### config.mk
export PLATFORM = sky130hd
export DESIGN_NAME = mont_accel_top
export DESIGN_NICKNAME = d
export VERILOG_FILES = /design/src/verilog/mont_pkg.sv /design/src/verilog/wb_pkg.sv /design/src/verilog/mont_accel_top.sv /design/src/verilog/mont_core.sv /design/src/verilog/operand_fetch.sv /design/src/verilog/result_store.sv /design/src/verilog/wb_arbiter.sv
export SDC_FILE = /design/constraint.sdc
export NUM_CORES = 2
export LEC_CHECK = 0
export BUFFER_PORTS_ARGS = -buffer_cell sky130_fd_sc_hd__buf_2
export CAP_MARGIN = 20
export CELL_PAD_IN_SITES_DETAIL_PLACEMENT = 1
export CELL_PAD_IN_SITES_GLOBAL_PLACEMENT = 2
export CORE_MARGIN = 3
export CORE_UTILIZATION = 38
export DETAILED_ROUTE_END_ITERATION = 10
export PLACE_DENSITY = 0.77
export SLEW_MARGIN = 20
export SYNTH_ARGS = -nofsm -noshare
export SYNTH_HDL_FRONTEND = slang
export SYNTH_SLANG_ARGS = --single-unit
### constraint.sdc
create_clock -name clk -period 13 [get_ports clk]
set_clock_uncertainty 0.05 [all_clocks]
set_input_delay 2.6 -clock clk [delete_from_list [all_inputs] [get_ports clk]]
set_output_delay 2.6 -clock clk [all_outputs]
set_load 0.01 [all_outputs]
### src/verilog/mont_pkg.sv
`default_nettype none

package mont_pkg;

	// Largest operand the bundle structs can carry
	localparam int MAX_WORDS = 16;
	localparam int MAX_BITS  = MAX_WORDS * 32;

	typedef logic [31:0] word_t;          // One memory data word
	typedef logic [31:0] addr_t;          // Byte address
	typedef logic [MAX_BITS-1:0] mont_num_t;  // Operand or product, low BITS used

	// Fetch to core
	typedef struct packed {
		mont_num_t a;     // Multiplier
		mont_num_t b;     // Multiplicand
		mont_num_t n;     // Odd modulus
		addr_t     r_adr; // Where the product goes
	} mont_operands_t;

	// Core to store
	typedef struct packed {
		mont_num_t m;
		addr_t     r_adr;
	} mont_result_t;

endpackage

`default_nettype wire

### src/verilog/wb_pkg.sv
`default_nettype none

package wb_pkg;

	import mont_pkg::*;

	// Host command, all four are word aligned byte addresses
	typedef struct packed {
		addr_t a_adr;
		addr_t b_adr;
		addr_t n_adr;
		addr_t r_adr;
	} mont_cmd_t;

	// Wishbone classic, master to slave
	typedef struct packed {
		logic       cyc;
		logic       stb;
		logic       we;
		addr_t      adr;
		word_t      dat;
		logic [3:0] sel;
	} wb_m2s_t;

	// Wishbone classic, slave to master
	typedef struct packed {
		logic  ack;
		word_t dat;
	} wb_s2m_t;

endpackage

`default_nettype wire
### src/verilog/mont_accel_top.sv
`default_nettype none

module mont_accel_top
	import mont_pkg::*, wb_pkg::*;
#(
	parameter int WORDS = 4
) (
	input  logic      clk,
	input  logic      rst_n,
	input  mont_cmd_t cmd,
	input  logic      cmd_valid,
	output logic      cmd_ready,
	output wb_m2s_t   wb_o,
	input  wb_s2m_t   wb_i,
	output logic      done
);

	mont_operands_t ops;
	logic           ops_valid;
	logic           ops_ready;
	mont_result_t   res;
	logic           res_valid;
	logic           res_ready;

	wb_m2s_t        fetch_req;
	wb_s2m_t        fetch_rsp;
	wb_m2s_t        store_req;
	wb_s2m_t        store_rsp;

	operand_fetch #(.WORDS(WORDS)) i_operand_fetch (
		.clk       (clk),
		.rst_n     (rst_n),
		.cmd       (cmd),
		.cmd_valid (cmd_valid),
		.cmd_ready (cmd_ready),
		.wb_o      (fetch_req),
		.wb_i      (fetch_rsp),
		.ops       (ops),
		.ops_valid (ops_valid),
		.ops_ready (ops_ready)
	);

	mont_core #(.WORDS(WORDS)) i_mont_core (
		.clk       (clk),
		.rst_n     (rst_n),
		.ops       (ops),
		.ops_valid (ops_valid),
		.ops_ready (ops_ready),
		.res       (res),
		.res_valid (res_valid),
		.res_ready (res_ready)
	);

	result_store #(.WORDS(WORDS)) i_result_store (
		.clk       (clk),
		.rst_n     (rst_n),
		.res       (res),
		.res_valid (res_valid),
		.res_ready (res_ready),
		.wb_o      (store_req),
		.wb_i      (store_rsp),
		.done      (done)
	);

	wb_arbiter i_wb_arbiter (
		.clk       (clk),
		.rst_n     (rst_n),
		.fetch_req (fetch_req),
		.fetch_rsp (fetch_rsp),
		.store_req (store_req),
		.store_rsp (store_rsp),
		.wb_o      (wb_o),
		.wb_i      (wb_i)
	);

endmodule

`default_nettype wire

### src/verilog/mont_core.sv
`default_nettype none

module mont_core
	import mont_pkg::*;
#(
	parameter int WORDS = 4
) (
	input  logic           clk,
	input  logic           rst_n,
	input  mont_operands_t ops,
	input  logic           ops_valid,
	output logic           ops_ready,
	output mont_result_t   res,
	output logic           res_valid,
	input  logic           res_ready
);

	localparam int BITS  = WORDS * 32;
	localparam int CNT_W = $clog2(BITS);

	typedef enum logic [2:0] {idle, add_b, add_n, reduce, hold} state_t;

	state_t           state;
	logic [CNT_W-1:0] cnt;    // Multiplier bit number
	logic [BITS-1:0]  a_q;    // Shifts right once per bit
	logic [BITS+1:0]  b_q;
	logic [BITS+1:0]  n_q;
	logic [BITS+1:0]  m;      // Accumulator, stays below 2N
	addr_t            r_adr_q;

	logic [BITS+1:0]  adder_in;
	logic             carry;
	logic [BITS+2:0]  adder_out;
	logic [BITS+1:0]  sum;
	logic             geq;

	// One adder for every step
	// The extra low bit turns carry into the +1 of a two's complement subtract
	always_comb begin
		adder_in = b_q;
		carry    = 1'b0;
		case (state)
			add_n: adder_in = n_q;
			reduce: begin
				adder_in = ~n_q;  // M - N
				carry    = 1'b1;
			end
			default: ;
		endcase
	end

	assign adder_out = {m, 1'b1} + {adder_in, carry};
	assign sum       = adder_out[BITS+2:1];
	assign geq       = m[BITS+1] | ~adder_out[BITS+2];  // Sign of M - N

	always_ff @(posedge clk or negedge rst_n) begin
		if (!rst_n) begin
			state <= idle;
			cnt   <= '0;
		end else begin
			case (state)
				idle: if (ops_valid) begin
					state <= add_b;
					cnt   <= '0;
				end
				add_b: state <= add_n;
				add_n: begin
					cnt   <= cnt + 1'b1;
					state <= (cnt == CNT_W'(BITS - 1)) ? reduce : add_b;
				end
				reduce: state <= hold;
				hold: if (res_ready)
					state <= idle;
				default: state <= idle;
			endcase
		end
	end

	always_ff @(posedge clk) begin
		case (state)
			idle: if (ops_valid) begin
				a_q     <= ops.a[BITS-1:0];
				b_q     <= {2'b00, ops.b[BITS-1:0]};
				n_q     <= {2'b00, ops.n[BITS-1:0]};
				r_adr_q <= ops.r_adr;
				m       <= '0;
			end
			add_b: begin
				if (a_q[0])
					m <= sum;        // M + B
				a_q <= a_q >> 1;
			end
			// Make M even with N, then halve
			add_n: m <= m[0] ? (sum >> 1) : (m >> 1);
			reduce: if (geq)
				m <= sum;            // Final subtraction
			default: ;
		endcase
	end

	assign ops_ready = (state == idle);
	assign res_valid = (state == hold);
	assign res       = '{m: mont_num_t'(m[BITS-1:0]), r_adr: r_adr_q};

endmodule

`default_nettype wire

### src/verilog/operand_fetch.sv
`default_nettype none

module operand_fetch
	import mont_pkg::*, wb_pkg::*;
#(
	parameter int WORDS = 4
) (
	input  logic           clk,
	input  logic           rst_n,
	input  mont_cmd_t      cmd,
	input  logic           cmd_valid,
	output logic           cmd_ready,
	output wb_m2s_t        wb_o,
	input  wb_s2m_t        wb_i,
	output mont_operands_t ops,
	output logic           ops_valid,
	input  logic           ops_ready
);

	localparam int IDX_W = (WORDS > 1) ? $clog2(WORDS) : 1;

	typedef enum logic [1:0] {idle, read, hold} state_t;

	state_t           state;
	logic [1:0]       sel;   // Operand being read, 0 is B, 1 is N, 2 is A
	logic [IDX_W-1:0] idx;   // Word within the operand
	logic             last_word;
	addr_t            base;
	mont_cmd_t        cmd_q;
	mont_operands_t   ops_q;

	assign last_word = (idx == IDX_W'(WORDS - 1));

	always_comb begin
		case (sel)
			2'd0:    base = cmd_q.b_adr;
			2'd1:    base = cmd_q.n_adr;
			default: base = cmd_q.a_adr;
		endcase
	end

	// Reads only, one transfer per word
	always_comb begin
		wb_o     = '0;
		wb_o.cyc = (state == read);
		wb_o.stb = (state == read);
		wb_o.adr = base + (addr_t'(idx) << 2);
		wb_o.sel = 4'hf;
	end

	always_ff @(posedge clk or negedge rst_n) begin
		if (!rst_n) begin
			state <= idle;
			sel   <= '0;
			idx   <= '0;
		end else begin
			case (state)
				idle: if (cmd_valid) begin
					state <= read;
					sel   <= '0;
					idx   <= '0;
				end
				read: if (wb_i.ack) begin
					if (last_word) begin
						idx <= '0;
						sel <= sel + 2'd1;
						if (sel == 2'd2)
							state <= hold;  // A was the last operand
					end else begin
						idx <= idx + 1'b1;
					end
				end
				hold: if (ops_ready)
					state <= idle;
				default: state <= idle;
			endcase
		end
	end

	// Bundle register, each acked word goes to its slot
	always_ff @(posedge clk) begin
		if (state == idle && cmd_valid) begin
			cmd_q <= cmd;
			ops_q <= '{a: '0, b: '0, n: '0, r_adr: cmd.r_adr};
		end else if (state == read && wb_i.ack) begin
			case (sel)
				2'd0:    ops_q.b[idx*32 +: 32] <= wb_i.dat;
				2'd1:    ops_q.n[idx*32 +: 32] <= wb_i.dat;
				default: ops_q.a[idx*32 +: 32] <= wb_i.dat;
			endcase
		end
	end

	assign cmd_ready = (state == idle);
	assign ops_valid = (state == hold);
	assign ops       = ops_q;

endmodule

`default_nettype wire

### src/verilog/result_store.sv
`default_nettype none

module result_store
	import mont_pkg::*, wb_pkg::*;
#(
	parameter int WORDS = 4
) (
	input  logic         clk,
	input  logic         rst_n,
	input  mont_result_t res,
	input  logic         res_valid,
	output logic         res_ready,
	output wb_m2s_t      wb_o,
	input  wb_s2m_t      wb_i,
	output logic         done
);

	localparam int BITS  = WORDS * 32;
	localparam int IDX_W = (WORDS > 1) ? $clog2(WORDS) : 1;

	typedef enum logic [1:0] {idle, write, finish} state_t;

	state_t           state;
	logic [IDX_W-1:0] idx;
	logic [BITS-1:0]  m_q;
	addr_t            r_adr_q;

	always_comb begin
		wb_o     = '0;
		wb_o.cyc = (state == write);
		wb_o.stb = (state == write);
		wb_o.we  = 1'b1;
		wb_o.adr = r_adr_q + (addr_t'(idx) << 2);
		wb_o.dat = word_t'(m_q[idx*32 +: 32]);  // Least significant word first
		wb_o.sel = 4'hf;
	end

	always_ff @(posedge clk or negedge rst_n) begin
		if (!rst_n) begin
			state <= idle;
			idx   <= '0;
		end else begin
			case (state)
				idle: if (res_valid) begin
					state <= write;
					idx   <= '0;
				end
				write: if (wb_i.ack) begin
					idx <= idx + 1'b1;
					if (idx == IDX_W'(WORDS - 1))
						state <= finish;
				end
				finish: state <= idle;  // One cycle of done
				default: state <= idle;
			endcase
		end
	end

	always_ff @(posedge clk) begin
		if (state == idle && res_valid) begin
			m_q     <= res.m[BITS-1:0];
			r_adr_q <= res.r_adr;
		end
	end

	assign res_ready = (state == idle);
	assign done      = (state == finish);

endmodule

`default_nettype wire

### src/verilog/wb_arbiter.sv
`default_nettype none

module wb_arbiter
	import wb_pkg::*;
(
	input  logic    clk,
	input  logic    rst_n,
	input  wb_m2s_t fetch_req,
	output wb_s2m_t fetch_rsp,
	input  wb_m2s_t store_req,
	output wb_s2m_t store_rsp,
	output wb_m2s_t wb_o,
	input  wb_s2m_t wb_i
);

	typedef enum logic [1:0] {own_none, own_fetch, own_store} owner_t;

	owner_t owner;
	logic   grant_fetch;
	logic   grant_store;

	// Current owner keeps the bus while its cyc is up, otherwise store first
	always_comb begin
		grant_fetch = 1'b0;
		grant_store = 1'b0;
		if (owner == own_fetch && fetch_req.cyc)
			grant_fetch = 1'b1;
		else if (owner == own_store && store_req.cyc)
			grant_store = 1'b1;
		else if (store_req.cyc)
			grant_store = 1'b1;
		else if (fetch_req.cyc)
			grant_fetch = 1'b1;
	end

	always_ff @(posedge clk or negedge rst_n) begin
		if (!rst_n)
			owner <= own_none;
		else
			owner <= grant_store ? own_store : (grant_fetch ? own_fetch : own_none);
	end

	always_comb begin
		wb_o = '0;  // Bus idle when nobody asks
		if (grant_store)
			wb_o = store_req;
		else if (grant_fetch)
			wb_o = fetch_req;
	end

	// Read data goes to both, ack only to the owner
	assign fetch_rsp = '{ack: wb_i.ack & grant_fetch, dat: wb_i.dat};
	assign store_rsp = '{ack: wb_i.ack & grant_store, dat: wb_i.dat};

endmodule

`default_nettype wire

; After elaboration in Yosys (flattened, before gate mapping)
; Index checks and enable logic that the tools add are counted.
[totals]
regBits = 2392
inputBits = 164
[classes]
n_addsub = 8
eq_ne = 27
n_shift = 3
mux = 50
bitwise = 6
n_reduce_logical = 28
[ops]
columns = operator, count
row1 = $bwmux W512, 3
row2 = $pmux W130 S4, 1
row3 = $shift A32 B34 Y512 const A, 1
row4 = $shiftx A32 B34 Y512, 1
row5 = $mux W130, 3
row6 = $pmux W130 S2, 1
row7 = $pmux W128 S2, 1
row8 = $mux W71, 2
row9 = $add A131 B131 Y131, 1
row10 = $not A128 Y130, 1
row11 = $mux W129, 1
row12 = $mux W128, 1
row13 = $shiftx A128 B8 Y32, 1
row14 = $add A32 B4 Y32, 2
row15 = $pmux W32 S2, 1
row16 = $mux W2, 17
row17 = $neg A7 Y34, 1
row18 = $ne A2 B2 Y1 const B, 8
row19 = $pmux W2 S2, 4
row20 = $pmux W3 S5, 1
row21 = $pmux W7 S2, 1
row22 = $reduce_and A2 Y1, 7
row23 = $eq A2 B2 Y1 const B, 6
row24 = $mux W1, 9
row25 = 23 further kinds, 47

; Longest topological paths before layout
[logic_depth]
ltp_word = 8
ltp_mapped = 21
ltp_nobuf = 16

; Cells and area by module
; A second synthesis with hierarchy kept.
[hier_totals]
hier_cells = 8664
area_unflattened_um2 = 93611.0
[by_module_without_submodules]
columns = mod, n_inst, cells_per_inst, area_per_inst_um2, seq_area_each_um2
row1 = operand_fetch, 1, 4625, 49463.7, 32821.5
row2 = mont_core, 1, 3565, 36362.4, 16646.0
row3 = result_store, 1, 315, 6449.9, 4904.7
row4 = wb_arbiter, 1, 159, 1335.0, 50.0

; Least setup slack after synthesis
; No wires, ideal clock.
[synth_timing]
kind = register -> register
startpoint = register i_mont_core.state[0]
endpoint = register i_result_store.m_q[0] (enable)
setup_time_ns = 0.875
arrival_ns = 11.642
required_time_ns = 12.075
slack_ns = 0.433
path_stages_with_launch = 6
cell_sequence = dfrtp_1 -> clkbuf_1 -> clkbuf_1 -> nor2_1 -> nand2_1 -> nor3_1
[synth_between]
elab_chain_len = 2
[synth_rtl]
columns = item, line
row1 = from (decl), mont_core.sv:23  ; state_t state;
row2 = from (signal assigned), mont_core.sv:58  ; state <= idle;
row3 = from (signal assigned), mont_core.sv:66  ; add_b: state <= add_n;
row4 = from (signal assigned), mont_core.sv:69  ; state <= (cnt == CNT_W'(BITS - 1)) ? reduce : add_b;
row5 = $eq A3 B3 Y1, mont_core.sv:102  ; assign res_valid = (state == hold);
row6 = $logic_and A1 B1 Y1, result_store.sv:60  ; if (state == idle && res_valid) begin
row7 = to (signal assigned), result_store.sv:61  ; m_q <= res.m[BITS-1:0];
row8 = to (decl), result_store.sv:25  ; logic [BITS-1:0] m_q;
; No other way between the ends.
; A chain may end at the register's enable or synchronous reset.

==> flow_summary.yaml <==
outcome:
  status: "complete, no violations"
critical_path:
  rr_worst_depth: 15
  r2r_slack_ns: 5.56
  path_class: "reg2out"
  cp_max_fo: 41
  crit_required_ns: 10.35
  arrival_ns: 4.99
  timing.rr.start: "i_mont_core.state[0]$_DFFE_PN0P_"
  r2r-end: "i_mont_core.m[57]$_SDFFCE_PN0P_"
  cp-start-kind: "flip-flop"
  crit_path_end_kind: "output port"
logic_synthesis:
  synth-main-ff-cell: "edfxtp_1"
  yosysUniqueCellTypes: 87
  synth_most_common_cell: "edfxtp_1"
  async_flop_share_pct: 1.77
  yosys_warnings: 0
  syn_inst: 5463
  ys_seq_elements: 1240
  syn_area_sq_um: 58300
  yosysTopAreaCellShare_pct: 43.0
  synthTopCellsByArea: "edfxtp_1 (43%), dfxtp_1 (13%), nand2_1 (4.9%), a21oi_1 (4.4%), xnor2_1 (3.4%)"
  ys_top_cells_by_count: "edfxtp_1 (834), nand2_1 (761), a21oi_1 (516)"
  ys_seq_area_share_pct: 57.1
  synth_edf_count: 834
  syn-mean-instance-area_sq_um: 10.7
  syn_nets: 5772
  yosys.area.top_type: "edfxtp_1"
drt:
  ant_nets: 0
  via_per_inst: 5.87
  wl_per_cell_microns: 28.3
  totalWireLength_microns: 216000
  drt-pass1-iter-count: 5
  first_iter_violations: 4728
  vias: 44800
  drc: 0
cts:
  clkSinkCount: 1240
  hold_buffers: 0
  cts-buffers-inserted: 139
  clk_latency_ns: 0.78
  cts_root_buffer: "clkbuf_16"
  clk_pin_slew_ns: 0.06
  ctsResizeCount: 0
  cts_setup_buffers: 0
  htreeDepth: 4
  cts_tree: "built"
  clk_path_buf_depth: 3
min_path:
  hold_end: "i_mont_core.n_q[70]$_DFFE_PP_"
  holdCritStartpoint: "i_operand_fetch.ops[102]$_SDFFE_PP0P_"
  min_path_type: "reg2reg"
  min_delay_path_depth: 0
timing:
  setup_violations: 0
  whs_ns: 0.359
  tightest_slew_ns: 1.11
  hold_violations: 0
  rsz0062_at_grt: "false"
  period_minus_slack_ns: 7.64
  relSlewSlack_pct: 25.5
  fmax_mhz: 131
  slew_viol_final: 0
  fin_crit_sh_pct: 58.8
  fin_setup_tns_ns: 0
place:
  dp_hpwl_microns: 152000
  port_buffers: 236
  postPlaceCellArea_sq_um: 61100
  place_congestion: 1.01
global_route:
  grt_pass1_vias: 44200
  grt.total_usage_pct: 26.7
  overflow: 0
  antenna_found_initial: 14
  grt_max_degree: 154
  grt_pass1_wl_microns: 311000
layout:
  layout.area.seq_sq_um: 33300
  drive_gt1_share_pct: 13.0
  multi_input_area_sq_um: 23200
  final_cell_area_sq_um: 65600
  fillerInstances: 16500
  nNetsFinal: 5793
  area_delta_synth_final_pct: 12.5
floorplan:
  die_x_microns: 398
  rows: 143
  dieArea_sq_um: 158000
  ioPinCount: 237
  start_util_pct: 38.3
  coreArea_sq_um: 152000
  die_h_microns: 398
pwr:
  power_density_nw_per_um2: 156
  power_leakage_nw: 23.6
  ir_drop_mv: 0.168
job:
  maxCapViolCount: 0
## cell type report
class                      instances  share of cell area [%]
sequential                      1240                    50.7
multi-input combinational       3732                    35.4
clock buffer                     186                    5.81
tap                             2030                    3.87
timing repair buffer             306                    2.67
clock inverter                    68                    1.05
inverter                          65                   0.387
antenna                           10                  0.0381
## logic make-up after synthesis
group | share of synthesized area, %
and+or+nand+nor | 13.0
adders and majority gates | 3.15
buffers and inverters | 3.23
xor gates and xnor gates | 4.69
muxes | 4.07
DFF | 57.1
AOI/OAI and AO/OA | 14.7
## registers in the layout, summed over array words and instances, names as in the netlist, 3 cells and up
| register | flops |
|---|---|
| i_mont_core.cnt | 7 |
| i_mont_core.m | 130 |
| i_mont_core.n_q | 128 |
| i_mont_core.a_q | 128 |
| i_mont_core.state | 3 |
| i_result_store.r_adr_q | 32 |
| i_mont_core.b_q | 128 |
| i_mont_core.r_adr_q | 32 |
| i_operand_fetch.ops | 416 |
| i_result_store.m_q | 128 |
| i_operand_fetch.cmd_q | 96 |
## through the flow
stage	cells	util (%)	total power [W]	setup WS (ns)
after floorplan	5463	-	0.00574	0.433
after global placement	7373	40.1	0.00631	5.56
after detailed placement	7373	40.1	0.00637	5.33
after CTS	7627	43.1	0.0103	5.31
after global routing	7636	43.1	0.0106	4.99
final	7637	43.1	0.0102	5.36
## placed cells by master (no fill, tap or decap), types with 37 or more instances in the layout
cell type	Yosys	layout
edfxtp_1	834	834
nand2_1	761	758
a21oi_1	516	516
dfxtp_1	384	384
o21ai_0	344	344
nand3_1	339	339
nor2_1	279	274
buf_2	13	236
xnor2_1	226	226
clkbuf_16	0	142
ha_1	142	140
mux2_2	127	127
a32oi_1	99	99
xor2_1	86	86
a21o_1	78	78
nand4_1	73	73
o22ai_1	69	69
buf_4	6	65
inv_1	65	63
and2_1	47	47
o21a_1	40	40
nor3_1	40	37
## layer usage
layer | GRT usage (%) | up-vias | part of all wire, %
met3 | 3.95 | 267 | 6.4
met2 | 41.3 | 1537 | 45
met1 | 38.7 | 23000 | 45
met5 | 0 | - | 0
li1 | - | 20000 | -
met4 | 7.92 | 0 | 2.8
## where the power goes
part           internal [W]  switching (W)  leakage, nW  total (W)
sequential          0.00456       0.000154         11.4    0.00471
clock               0.00226        0.00166         2.20    0.00392
combinational      0.000454        0.00114         10.1    0.00159
total               0.00727        0.00296         23.6     0.0102
## critical path, cell delays in order, from the launching register on
cell and delay (ns):
dfrtp_1 0.36, inv_1 0.09, ha_2 0.18, buf_4 0.30
nor2_2 0.16, buf_4 0.43, a21o_1 0.29, nand4_1 0.14
nand2b_1 0.19, nand2b_1 0.22, or3_1 0.51, nor2_1 0.23
nand2_1 0.21, nor4b_1 0.41, xor2_1 0.18, o22ai_1 0.09
buf_2 0.18
## worst max path at each step
stage	startpoint	depth (start not counted)	slack [ns]	endpoint
3_5_place_dp	i_mont_core.state[2]$_DFFE_PN0P_	15	5.33	i_mont_core.m[69]$_SDFFCE_PN0P_
5_1_grt	i_operand_fetch.sel[0]$_DFFE_PN0P_	16	4.99	wb_o[67]
4_1_cts	i_mont_core.state[2]$_DFFE_PN0P_	15	5.31	i_mont_core.m[57]$_SDFFCE_PN0P_
3_3_place_gp	i_mont_core.state[2]$_DFFE_PN0P_	15	5.56	i_mont_core.m[69]$_SDFFCE_PN0P_
2_1_floorplan	i_mont_core.state[0]$_DFFE_PN0P_	5	0.43	i_result_store.m_q[0]$_DFFE_PP_
6_report	i_operand_fetch.sel[1]$_DFFE_PN0P_	16	5.36	wb_o[67]
(Power assumes the default switching activity.)
